## config.mk

```make
export PLATFORM = sky130hd
export DESIGN_NAME = spi_master_top
export DESIGN_NICKNAME = d
export VERILOG_FILES = /design/src/hdl/spi_pkg.sv /design/src/hdl/spi_clk_gen.sv /design/src/hdl/spi_cmd_seq.sv /design/src/hdl/spi_master_top.sv /design/src/hdl/spi_shifter.sv
export VERILOG_INCLUDE_DIRS = /design/src /design/src/hdl
export SDC_FILE = /design/constraint.sdc
export NUM_CORES = 1
export LEC_CHECK = 0
export ABC_AREA = 1
export BUFFER_PORTS_ARGS = -buffer_cell sky130_fd_sc_hd__buf_2
export CAP_MARGIN = 15
export CORE_UTILIZATION = 53
export CTS_CLUSTER_DIAMETER = 80
export DETAILED_ROUTE_END_ITERATION = 7
export GPL_TIMING_DRIVEN = 0
export PLACE_DENSITY_LB_ADDON = 0.15
export SYNTH_ARGS = -nofsm -noshare
export SYNTH_HDL_FRONTEND = slang
export SYNTH_HIERARCHICAL = 1
export SYNTH_SLANG_ARGS = --single-unit
```

## constraint.sdc

```tcl
create_clock -name CLK50MHZ -period 5.4 [get_ports CLK50MHZ]
set_input_delay 0.54 -clock CLK50MHZ [delete_from_list [all_inputs] [get_ports CLK50MHZ]]
set_output_delay 0.54 -clock CLK50MHZ [all_outputs]
set_load 0.02 [all_outputs]
```

## src/hdl/spi_settings.svh

```systemverilog
`ifndef SPI_SETTINGS_SVH
`define SPI_SETTINGS_SVH

// Bits per SPI transfer and width of the data and mask words
`define SPI_WIDTH 32

// System cycles per SCK half period (minimum 1)
`define SPI_DIV 2

// Most transfers a single POLL command may run
`define SPI_POLL_LIMIT 8

`endif

```

## src/hdl/spi_pkg.sv

```systemverilog
package spi_pkg;

	////////////////////////////////////////////////////////////////////////
	// Transfer engine states
	////////////////////////////////////////////////////////////////////////
	typedef enum logic [1:0] {
		IDLE,
		SHIFT,
		DONE
	} spi_state_t;

	////////////////////////////////////////////////////////////////////////
	// Host command opcodes
	////////////////////////////////////////////////////////////////////////
	typedef enum logic {
		OP_XFER,
		OP_POLL
	} spi_op_t;

endpackage

```

## src/hdl/spi_clk_gen.sv

```systemverilog
`timescale 1ns/1ns
`include "spi_settings.svh"

module spi_clk_gen (
	input  logic CLK50MHZ,
	input  logic RST,
	input  logic run,
	output logic sck_phase,
	output logic rise_stb,
	output logic fall_stb
);

	localparam int CNT_W = (`SPI_DIV > 1) ? $clog2(`SPI_DIV) : 1;
	localparam logic [CNT_W-1:0] CNT_LAST = CNT_W'(`SPI_DIV - 1);

	logic [CNT_W-1:0] half_cnt;
	logic             half_end;

	// Last cycle of the current half period
	assign half_end = run && (half_cnt == CNT_LAST);

	// Strobes mark the cycle whose closing edge toggles the phase
	assign rise_stb = half_end && !sck_phase;
	assign fall_stb = half_end && sck_phase;

	always_ff @(posedge CLK50MHZ) begin
		if (RST) begin
			half_cnt  <= '0;
			sck_phase <= 1'b0;
		end else if (!run) begin
			// Held at zero so every transfer starts in the same phase
			half_cnt  <= '0;
			sck_phase <= 1'b0;
		end else if (half_end) begin
			half_cnt  <= '0;
			sck_phase <= !sck_phase;
		end else begin
			half_cnt <= half_cnt + 1'b1;
		end
	end

	// Falling strobe comes one half period after the rising one
	a_strobe_spacing: assert property (
		@(posedge CLK50MHZ) disable iff (RST)
		fall_stb |-> $past(rise_stb, `SPI_DIV)
	);

endmodule

```

## src/hdl/spi_cmd_seq.sv

```systemverilog
`timescale 1ns/1ns
`include "spi_settings.svh"

module spi_cmd_seq (
	input  logic                  CLK50MHZ,
	input  logic                  RST,
	input  logic                  cmd_valid,
	input  spi_pkg::spi_op_t      cmd_op,
	input  logic [`SPI_WIDTH-1:0] cmd_data,
	input  logic [`SPI_WIDTH-1:0] cmd_mask,
	output logic                  busy,
	output logic                  rsp_valid,
	output logic [`SPI_WIDTH-1:0] rsp_data,
	output logic                  rsp_timeout,
	output logic                  spi_sck,
	output logic                  spi_cs,
	output logic                  spi_mosi,
	input  logic                  spi_miso
);

	import spi_pkg::*;

	localparam int POLL_W = $clog2(`SPI_POLL_LIMIT + 1);
	localparam logic [POLL_W-1:0] POLL_LAST = POLL_W'(`SPI_POLL_LIMIT);

	spi_op_t               op_q;
	logic [`SPI_WIDTH-1:0] data_q;
	logic [`SPI_WIDTH-1:0] mask_q;
	logic [POLL_W-1:0]     poll_cnt;
	logic                  xfer_start;
	logic                  xfer_done;
	logic [`SPI_WIDTH-1:0] rx_data;
	logic                  masked_hit;

	// Status bits still set under the mask
	assign masked_hit = |(rx_data & mask_q);

	always_ff @(posedge CLK50MHZ) begin
		if (RST) begin
			busy        <= 1'b0;
			rsp_valid   <= 1'b0;
			rsp_timeout <= 1'b0;
			xfer_start  <= 1'b0;
			op_q        <= OP_XFER;
			poll_cnt    <= '0;
		end else begin
			rsp_valid  <= 1'b0;
			xfer_start <= 1'b0;
			if (cmd_valid && !busy) begin
				// Commands seen while busy are dropped
				busy       <= 1'b1;
				xfer_start <= 1'b1;
				op_q       <= cmd_op;
				poll_cnt   <= POLL_W'(1);
			end else if (busy && xfer_done) begin
				if (op_q == OP_POLL && masked_hit && poll_cnt != POLL_LAST) begin
					xfer_start <= 1'b1;
					poll_cnt   <= poll_cnt + 1'b1;
				end else begin
					busy        <= 1'b0;
					rsp_valid   <= 1'b1;
					rsp_timeout <= (op_q == OP_POLL) && masked_hit;
				end
			end
		end
	end

	always_ff @(posedge CLK50MHZ) begin
		if (cmd_valid && !busy) begin
			data_q <= cmd_data;
			mask_q <= cmd_mask;
		end
	end

	// Shifter holds the word until the next start
	assign rsp_data = rx_data;

	spi_shifter u_shifter (
		.CLK50MHZ   (CLK50MHZ),
		.RST        (RST),
		.xfer_start (xfer_start),
		.tx_data    (data_q),
		.xfer_done  (xfer_done),
		.rx_data    (rx_data),
		.spi_sck    (spi_sck),
		.spi_cs     (spi_cs),
		.spi_mosi   (spi_mosi),
		.spi_miso   (spi_miso)
	);

	a_rsp_after_busy: assert property (
		@(posedge CLK50MHZ) disable iff (RST)
		rsp_valid |-> $past(busy)
	);

endmodule

```

## src/hdl/spi_master_top.sv

```systemverilog
`timescale 1ns/1ns
`include "spi_settings.svh"

module spi_master_top (
	input  logic                  CLK50MHZ,
	input  logic                  RST,
	// Host side
	input  logic                  cmd_valid,
	input  spi_pkg::spi_op_t      cmd_op,
	input  logic [`SPI_WIDTH-1:0] cmd_data,
	input  logic [`SPI_WIDTH-1:0] cmd_mask,
	output logic                  busy,
	output logic                  rsp_valid,
	output logic [`SPI_WIDTH-1:0] rsp_data,
	output logic                  rsp_timeout,
	// SPI pins
	output logic                  spi_sck,
	output logic                  spi_cs,
	output logic                  spi_mosi,
	input  logic                  spi_miso
);

	spi_cmd_seq u_cmd_seq (
		.CLK50MHZ    (CLK50MHZ),
		.RST         (RST),
		.cmd_valid   (cmd_valid),
		.cmd_op      (cmd_op),
		.cmd_data    (cmd_data),
		.cmd_mask    (cmd_mask),
		.busy        (busy),
		.rsp_valid   (rsp_valid),
		.rsp_data    (rsp_data),
		.rsp_timeout (rsp_timeout),
		.spi_sck     (spi_sck),
		.spi_cs      (spi_cs),
		.spi_mosi    (spi_mosi),
		.spi_miso    (spi_miso)
	);

endmodule

```

## src/hdl/spi_shifter.sv

```systemverilog
`timescale 1ns/1ns
`include "spi_settings.svh"

module spi_shifter (
	input  logic                  CLK50MHZ,
	input  logic                  RST,
	input  logic                  xfer_start,
	input  logic [`SPI_WIDTH-1:0] tx_data,
	output logic                  xfer_done,
	output logic [`SPI_WIDTH-1:0] rx_data,
	output logic                  spi_sck,
	output logic                  spi_cs,
	output logic                  spi_mosi,
	input  logic                  spi_miso
);

	import spi_pkg::*;

	localparam int CNT_W = $clog2(`SPI_WIDTH + 1);
	localparam logic [CNT_W-1:0] CNT_LAST = CNT_W'(`SPI_WIDTH);

	spi_state_t            state;
	logic [CNT_W-1:0]      bit_cnt;
	logic [`SPI_WIDTH-1:0] shift_reg;
	logic                  miso_q;
	logic                  run;
	logic                  sck_phase;
	logic                  rise_stb;
	logic                  fall_stb;

	assign run = (state == SHIFT);

	spi_clk_gen u_clk_gen (
		.CLK50MHZ  (CLK50MHZ),
		.RST       (RST),
		.run       (run),
		.sck_phase (sck_phase),
		.rise_stb  (rise_stb),
		.fall_stb  (fall_stb)
	);

	////////////////////////////////////////////////////////////////////////
	// Transfer control
	////////////////////////////////////////////////////////////////////////
	always_ff @(posedge CLK50MHZ) begin
		if (RST) begin
			state     <= IDLE;
			spi_cs    <= 1'b1;
			bit_cnt   <= '0;
			xfer_done <= 1'b0;
		end else begin
			xfer_done <= 1'b0;
			case (state)
				IDLE: begin
					if (xfer_start) begin
						state   <= SHIFT;
						spi_cs  <= 1'b0;
						bit_cnt <= '0;
					end
				end
				SHIFT: begin
					// Count SCK pulses by their rising edge
					if (rise_stb)
						bit_cnt <= bit_cnt + 1'b1;
					// Falling edge after the last pulse ends the frame
					if (fall_stb && bit_cnt == CNT_LAST) begin
						state  <= DONE;
						spi_cs <= 1'b1;
					end
				end
				DONE: begin
					state     <= IDLE;
					xfer_done <= 1'b1;
				end
				default: state <= IDLE;
			endcase
		end
	end

	////////////////////////////////////////////////////////////////////////
	// Data path
	////////////////////////////////////////////////////////////////////////
	always_ff @(posedge CLK50MHZ) begin
		if (state == IDLE && xfer_start)
			shift_reg <= tx_data;
		else if (state == SHIFT && fall_stb)
			shift_reg <= {shift_reg[`SPI_WIDTH-2:0], miso_q};
		// MISO sampled on the rising edge, shifted in on the falling one
		if (state == SHIFT && rise_stb)
			miso_q <= spi_miso;
	end

	// Received word fills the register once the last bit is shifted in
	assign rx_data  = shift_reg;
	assign spi_sck  = sck_phase && !spi_cs;
	assign spi_mosi = shift_reg[`SPI_WIDTH-1] && !spi_cs;

	a_cs_low_in_shift: assert property (
		@(posedge CLK50MHZ) disable iff (RST)
		(state == SHIFT) |-> !spi_cs
	);

	a_done_one_cycle: assert property (
		@(posedge CLK50MHZ) disable iff (RST)
		xfer_done |=> !xfer_done
	);

endmodule

```

# Word-level counts from Yosys, hierarchy flattened
# Index checks and enable logic that the tools add are counted.
# op_classes
addsub	3
n_mul	0
n_div	0
order_cmp	0
eq_ne	8
shift	0
n_mux	22
bitwise	5
n_reduce_logical	33
# ops
operator	count
$mux 32	2
$and 32x32->32	1
$reduce_or 32->1	1
$logic_and 1x1->1	13
$mux 1	13
$mux 6	2
$pmux 6 s2	1
$reduce_and 3->1	3
$reduce_and 2->1	4
$reduce_bool 2->1	4
$add 6x1->6 const B	1
$eq 6x6->1 const B	1
$ne 2x2->1 const B	3
$reduce_or 3->1	2
$add 4x1->4 const B	1
$mux 2	2
$ne 4x4->1 const B	1
$not 1->1	4
$pmux 2 s2	1
$reduce_or 2->1	2
$logic_not 1->1	3
$eq 2x1->1 const B	1
$eq 2x2->1 const B	1
$logic_not 2->1	1
other kinds (3)	3
# totals
reg_bits	118
latchBits	0
ramBits	0
romBits	0
out_inout_bits	38
elab_cells	88
n_memories	0

# Logic depth before layout (Yosys ltp)
# Gate-level depths: netlist (run 1).
# logic_depth
depth_word	7
ltp_mapped	11

# Cells and area by module
# The synthesis (run 1) kept the hierarchy.
# by_module_without_submodules
module	n_inst	cells_per_inst	area_each_um2	seq_area_each_um2
spi_cmd_seq	1	183	2601.2	2102.0
spi_shifter	1	209	1909.3	1191.1
spi_clk_gen	1	13	90.1	40.0

# Worst setup path before layout (run 1)
# No wires, ideal clock.
# synth_path
path_kind	in2reg
start	input port cmd_valid
end	register u_cmd_seq.poll_cnt[0]
setup_time_ps	66
arrival_time_ps	4162
required_ps	5334
setup_slack_ps	1172
cell_stages	6
cell_sequence	inv_1 nor2_1 inv_1 nand2_1 nand3_1 a21oi_2
# synth_between
elab_chain_len	3
elab_cells_between_ends	5
# synth_lines
element	line	source
start: declaration	spi_master_top.sv:8	input logic cmd_valid,
$logic_and 1x1->1 *	spi_cmd_seq.sv:49	if (cmd_valid && !busy) begin
$reduce_bool 2->1 (no line)	-	
$reduce_and 2->1 (no line)	-	
end signal: assignment	spi_cmd_seq.sv:58	poll_cnt <= poll_cnt + 1'b1;
end: declaration	spi_cmd_seq.sv:29	logic [POLL_W-1:0] poll_cnt;
# Mark *: on every way between the ends. The rest lies on a longest branch, timed or not.
# A chain may end at the register's enable or synchronous reset.

# Final worst setup path (run 1)
# layout_path
start	register u_cmd_seq.u_shifter.state[1]
end	register u_cmd_seq.u_shifter.shift_reg[18] (netlist: u_cmd_seq/u_shifter/rx_data[18]) (enable)
# layout_between
elab_chain_len	5
elab_cells_between_ends	7
# layout_lines
element	line	source
start: declaration	spi_shifter.sv:22	spi_state_t state;
start signal: assignment	spi_shifter.sv:47	state <= IDLE;
start signal: assignment	spi_shifter.sv:56	state <= SHIFT;
start signal: assignment	spi_shifter.sv:67	state <= DONE;
$eq 2x1->1	spi_shifter.sv:31	assign run = (state == SHIFT);
via u_cmd_seq.u_shifter.run	spi_shifter.sv:26	logic run;
$logic_and 1x1->1	spi_clk_gen.sv:20	assign half_end = run && (half_cnt == CNT_LAST);
$logic_and 1x1->1	spi_clk_gen.sv:24	assign fall_stb = half_end && sck_phase;
via u_cmd_seq.u_shifter.fall_stb	spi_shifter.sv:29	logic fall_stb;
$logic_and 1x1->1	spi_shifter.sv:86	else if (state == SHIFT && fall_stb)
$reduce_bool 2->1 (no line)	-	
end signal: assignment	spi_shifter.sv:85	shift_reg <= tx_data;
end signal: assignment	spi_shifter.sv:87	shift_reg <= {shift_reg[`SPI_WIDTH-2:0], miso_q};
end: declaration	spi_shifter.sv:24	logic [`SPI_WIDTH-1:0] shift_reg;
# The timed path passes the listed nets, and every way through them passes these cells.

==> run summary, run 1 <==
Clock Pin Slew Worst Setup and Hold Paths: 0.06 ns
Die X: 95.2 µm
RSZ-0062 raised after global routing: false
area occupied by multi-input gates: 1130 µm²
first-pass GRT wire length: 14900 µm
Area Overhead vs Synth: 28.9%
actual slew at the worst max-slew pin: 0.689 ns
share of cells above drive strength 1: 29.7%
Layout fillers: 605
antenna viol nets, final: 0
Critical Path Source Type: register
Avg Cell Area, Syn: 11.4 µm²
Ys Warns: 6
crit-path most repeated cell: nand2_1
P per Cell Area: 390 nW/µm²
post-DP HPWL: 6550 µm
sequential cell area fraction in the yosys report: 72.5%
Static Leak: 2.58 nW
GR Util All Layers: 23.4%
critical path required time: 5.62 ns
CP Capture Type: register
DR vias/cell: 5.00
die height: 95.2 µm
Core Footprint: 8300 µm²
worst setup path class: register to register
endpoints failing setup: 0
Max Clock Skew: 0.00814 ns
crit share post-route: 37.1%
initial antenna violation count: 0
Root Driver: clkbuf_8
DP Area: 5340 µm²
Peak VDD IR: 0.283 mV
syn_nets: 478
drt total wl: 9500 µm
placed insts: 619
I/O Pins: 107
Pre-antenna DRT Iters: 5
total CTS buffers: 17
Clock Latency Late Sink: 0.52 ns
via count: 3258
maximum buffer depth of the clock tree: 2
drc violations: 0
total die area: 9060 µm²
crit-path cells: inv_1, nand2_1, inv_1, nand2_1, nor2_4, nand2_1, nand2_1, buf_16
CTS Hold Bufs: 0
Worst Hold Class: primary input to register
register area: 3330 µm²
Fin Hold WS: 0.191 ns
slowest stage delay, CP: 0.51 ns
Synth Cell Area: 4600 µm²
vias in the first global route: 3127
# nets final: 606
CTS resizes: 0
Routed wire per std cell: 14.6 µm
diode count: 0
CTS tree: done
min Tclk post-route: 2.00 ns
final RePlAce weighted congestion: 0.751
setup ws final: 3.40 ns
max-slew violations: 0
number of port buffers: 106
Setup Fix Bufs, Post-CTS: 0
CP max stage cell: nand2_1
critical-path maximum fanout: 21
Final Hold Viols: 0
Max-Cap Viols: 0
pin count of the biggest net entering global routing: 30
GRT overflow: 0
outcome: finished clean
FMAX: 499 MHz
Finished Layout Cells: 651
htree depth: 4
worst slack, placed: 3.42 ns
Detailed Route Iter0 Violations: 234
max-slew headroom at the worst pin: 53.9%
synth unique cells: 29
final non-filler cell area: 5930 µm²
Initial Util: 55.4%
synthesis-stage register bit count: 118
arrival time worst endpoint: 2.23 ns
synthesized instance count: 405
r2r setup slk: 3.40 ns
FP Rows: 33
clk sink count: 118
synthesized netlist by cell type (all sizes together):
cell type / count / area share [%]
a21boi: 1 / 0.16
a21oi: 11 / 1.3
buf: 6 / 0.82
clkbuf: 1 / 0.082
dfxtp: 21 / 9.1
edfxtp: 97 / 63
ha: 4 / 1.1
inv: 26 / 2.2
nand2: 186 / 16
nand3: 10 / 1.3
nand3b: 1 / 0.16
nand4: 4 / 0.87
nor2: 28 / 2.7
nor3: 3 / 0.33
o211a: 1 / 0.22
o21a: 1 / 0.16
o21ai: 2 / 0.30
xor2: 2 / 0.38
path summary, 6_finish.rpt:
path / startpoint / to / cells past startpoint
setup reg to reg: u_cmd_seq/u_shifter/state[1]$_SDFFE_PP0P_ / u_cmd_seq/u_shifter/rx_data[18]$_DFFE_PP_ / 8
hold / removal: cmd_data[24] / u_cmd_seq/data_q[24]$_DFFE_PP_ / 1
setup / recovery: u_cmd_seq/u_shifter/state[1]$_SDFFE_PP0P_ / u_cmd_seq/u_shifter/rx_data[18]$_DFFE_PP_ / 8
hold reg to reg: u_cmd_seq/u_shifter/u_clk_gen/half_cnt$_SDFF_PP0_ / u_cmd_seq/u_shifter/u_clk_gen/half_cnt$_SDFF_PP0_ / 1
registers in the layout (all words and copies together), names as in the netlist:
signal and flops:
u_cmd_seq/busy 1, u_cmd_seq/data_q 32, u_cmd_seq/mask_q 32, u_cmd_seq/op_q 1, u_cmd_seq/poll_cnt 4, u_cmd_seq/rsp_timeout 1
u_cmd_seq/rsp_valid 1, u_cmd_seq/u_shifter/bit_cnt 6, u_cmd_seq/u_shifter/miso_q 1, u_cmd_seq/u_shifter/rx_data 32, u_cmd_seq/u_shifter/spi_cs 1, u_cmd_seq/u_shifter/state 2
u_cmd_seq/u_shifter/u_clk_gen/half_cnt 1, u_cmd_seq/u_shifter/u_clk_gen/sck_phase 1, u_cmd_seq/u_shifter/xfer_done 1, u_cmd_seq/xfer_start 1
layout by cell type (no fill, tap or decap), types with 2 or more instances in the layout:
cell type,n
ha_1,4
clkinv_4,3
clkinv_2,2
bufinv_16,3
nand4_1,3
inv_6,3
clkinvlp_4,3
xor2_1,2
nand2_4,2
nor2_1,22
buf_4,3
nand3_1,8
nor2_4,2
nand2_1,183
clkbuf_1,2
a21oi_1,10
dfxtp_1,21
buf_2,109
nor2_2,4
edfxtp_1,97
nand3_2,2
buf_12,2
clkbuf_16,16
nor3_1,3
inv_1,24
worst max-delay path, delay by kind of cell (launching register included):
| kind | cells | cell delay [ns] |
|---|---|---|
| buffers and inverters | 3 | 0.51 |
| AND/OR/NAND/NOR | 5 | 0.88 |
| flip-flops | 1 | 0.31 |
metal layers:
metal  part of all wire [%]  up-vias  wire, µm  track usage (%)
li1                       -     1601         -                -
met3                    8.5       18       804             8.21
met1                     42     1481      3980             29.3
met2                     48      158      4520             36.4
met5                      0        -         0                0
met4                    2.1        0       197             11.0
through the flow:
stage	utilization [%]	power, W	setup TNS (ns)
2_1_floorplan	-	0.00115	0
4_1_cts	71.5	0.00233	0
3_5_place_dp	64.3	0.00121	0
5_1_grt	71.5	0.00239	0
6_report	71.5	0.00231	0
3_3_place_gp	63.4	0.00120	-0.743
area by class of cell:
class | instances | share of cell area (%)
clock inverters | 14 | 2.95
repair buffers | 109 | 10.1
well taps | 105 | 2.22
clock buffers | 18 | 7.05
flip-flops and latches | 118 | 56.2
inverters | 26 | 1.69
multi-input cells | 254 | 19.1
plain buffers | 7 | 0.696
power by group:
part	switching (W)	internal, W	total [W]	leakage [nW]
combinational	0.0000864	0.0000521	0.000139	1.21
clock	0.000411	0.000706	0.00112	0.282
sequential	0.0000197	0.00104	0.00106	1.09
total	0.000517	0.00179	0.00231	2.58
cells by family (layout without fill, tap and decap cells):
group           Yosys count  count (layout)  share of synthesized area, %
compound gates           16              16                          2.12
xor+xnor                  2               2                         0.381
fa+ha+maj                 4               4                          1.09
buf+inv                  33             174                          3.07
flops                   118             118                          72.5
simple gates            232             232                          20.9
(Power assumes the default switching activity.)
==> inputs of run 2 (changes only) <==
==> constraint.sdc (replaced) <==
create_clock -name CLK50MHZ -period 2.06 [get_ports CLK50MHZ]
set_input_delay 0.206 -clock CLK50MHZ [delete_from_list [all_inputs] [get_ports CLK50MHZ]]
set_output_delay 0.206 -clock CLK50MHZ [all_outputs]
set_load 0.02 [all_outputs]
==> run summary, run 2 (same netlist as run 1, synthesis figures left out) <==
r2r setup slk: 0.31 ns (-3.09 ns)
pin count of the biggest net entering global routing: 33 (+10%)
Area Overhead vs Synth: 43.2%
outcome: finished clean
crit-path most repeated cell: nand2_1
Static Leak: 2.85 nW (+10%)
number of port buffers: 106 (unchanged)
Critical Path Source Type: register
max-slew headroom at the worst pin: 63.6% (+9.7 points)
Clock Pin Slew Worst Setup and Hold Paths: 0.06 ns (about the same)
I/O Pins: 107 (unchanged)
worst slack, placed: 0.109 ns (-3.31 ns)
Max-Cap Viols: 0 (unchanged)
Reg2Reg Depth: 7 (-1)
max-slew violations: 0 (unchanged)
P per Cell Area: 933 nW/µm² (+140%)
actual slew at the worst max-slew pin: 0.545 ns (-0.144 ns)
htree depth: 4 (unchanged)
final RePlAce weighted congestion: 0.769 (+2.4%)
crit-path cells: inv_1, nand2_1, inv_1, nand2_1, nor2_4, nand2_1, nand2_4
clk sink count: 118 (unchanged)
min Tclk post-route: 1.75 ns (-0.253 ns)
Final Hold Viols: 0 (unchanged)
Initial Util: 55.4% (unchanged)
critical path required time: 2.21 ns (-3.41 ns)
Peak VDD IR: 0.741 mV (+160%)
most common cell after layout, fill and taps aside: nand2_1
# nets final: 673 (+11%)
CP Launch Point: u_cmd_seq/u_shifter/state[1]$_SDFFE_PP0P_
CP Capture Type: register
Fin Hold WS: 0.402 ns (+0.211 ns)
reg2reg end: u_cmd_seq/u_shifter/rx_data[3]$_DFFE_PP_
initial antenna violation count: 0 (unchanged)
DP Area: 5310 µm² (-0.47%)
Detailed Route Iter0 Violations: 181 (-23%)
most frequent cells in the layout: nand2_1, buf_2, edfxtp_1
GR Util All Layers: 25.5% (+2.1 points)
DR vias/cell: 4.91 (-1.9%)
endpoints failing setup: 0 (unchanged)
maximum buffer depth of the clock tree: 2 (unchanged)
die height: 95.2 µm (unchanged)
CP max stage cell: nand2_4
Clock Latency Late Sink: 0.51 ns (about the same)
slowest stage delay, CP: 0.37 ns (-0.14 ns)
FP Rows: 33 (unchanged)
RR Startpoint: u_cmd_seq/u_shifter/state[1]$_SDFFE_PP0P_
critical-path maximum fanout: 32 (+52%)
share of cells above drive strength 1: 26.3% (-3.4 points)
drt total wl: 10800 µm (+13%)
post-DP HPWL: 6510 µm (-0.62%)
Max Clock Skew: 0.0102 ns (+0.00209 ns)
CTS tree: done
total die area: 9060 µm² (unchanged)
Core Footprint: 8300 µm² (unchanged)
crit share post-route: 85.0% (+48 points)
drc violations: 0 (unchanged)
RSZ-0062 raised after global routing: false
setup ws final: 0.309 ns (-3.09 ns)
Worst Hold Class: primary input to register
crit path to: u_cmd_seq/u_shifter/rx_data[3]$_DFFE_PP_
antenna viol nets, final: 0 (unchanged)
GRT overflow: 0 (unchanged)
FMAX: 571 MHz (+14%)
Tot Pwr: 0.00615 W (+170%)
Setup Fix Bufs, Post-CTS: 0 (unchanged)
total CTS buffers: 17 (unchanged)
first-pass GRT wire length: 16500 µm (+11%)
diode count: 0 (unchanged)
Die X: 95.2 µm (unchanged)
Routed wire per std cell: 15.0 µm (+2.7%)
Root Driver: clkbuf_8
cell count of the worst hold path: 2 (+1)
final non-filler cell area: 6590 µm² (+11%)
worst setup path class: register to register
arrival time worst endpoint: 1.90 ns (-0.33 ns)
vias in the first global route: 3477 (+11%)
via count: 3524 (+8.2%)
Pre-antenna DRT Iters: 5 (unchanged)
-- run 2: cell types whose count changed in the layout (fill, tap and decap cells not counted), sizes merged --
cell,before,now
buf,115,114
dlygate4sd3,0,68
-- run 2: area by class of cell --
type | count | area [µm²]
multi-input combinational | 254 | 1140
timing repair buffer | 176 | 1250
buffer | 7 | 41.3
fill | 514 | 1710
inverter | 26 | 100
sequential | 118 | 3330
clock buffer | 18 | 418
tap | 105 | 131
clock inverter | 14 | 174
-- run 2: how the worst min path moves through the flow --
stage,start,to,slack [ns]
2_1_floorplan,RST,u_cmd_seq/poll_cnt[0]$_SDFFE_PP0P_,0.27
3_3_place_gp,cmd_mask[28],u_cmd_seq/mask_q[28]$_DFFE_PP_,0.38
3_5_place_dp,cmd_data[29],u_cmd_seq/data_q[29]$_DFFE_PP_,0.38
4_1_cts,cmd_data[25],u_cmd_seq/data_q[25]$_DFFE_PP_,0.38
5_1_grt,cmd_data[23],u_cmd_seq/data_q[23]$_DFFE_PP_,0.39
6_report,cmd_data[6],u_cmd_seq/data_q[6]$_DFFE_PP_,0.40
-- run 2: critical path, delay by kind of cell, from the launching register on --
family	cells	cell delay, ns
simple gates	5	0.80
buf+inv	2	0.26
flops	1	0.31
-- run 2: power by group --
part	leakage [nW]	internal, W	total, W	switching (W)
sequential	1.09	0.00272	0.00277	0.0000529
clock	0.280	0.00185	0.00291	0.00106
combinational	1.49	0.000216	0.000466	0.000250
total	2.85	0.00478	0.00615	0.00136
-- run 2: per-stage QoR --
| step | util [%] | instances | TNS (ns) |
|---|---|---|---|
| 6_report | 79.4 | 718 | 0 |
| 5_1_grt | 79.4 | 718 | 0 |
| 4_1_cts | 79.3 | 718 | 0 |
| 3_5_place_dp | 64.0 | 618 | 0 |
| 3_3_place_gp | 63.5 | 616 | -18.57 |
| 2_1_floorplan | - | 405 | 0 |
-- run 2: per-layer routing --
layer | up-vias | wire length, µm | track usage (%) | share of wire (%)
met5 | - | 0 | 0 | 0
met3 | 14 | 817 | 7.18 | 7.6
met1 | 1642 | 4310 | 29.8 | 40
met4 | 0 | 118 | 8.21 | 1.1
met2 | 135 | 5520 | 45.2 | 51
li1 | 1733 | - | - | -
-- run 2: timing repair --
action,4_1_cts,5_1_grt
endpoints found under the setup margin,0,32
hold buffers,68,0
gates resized for setup,0,1
endpoints found under the hold margin,70,0
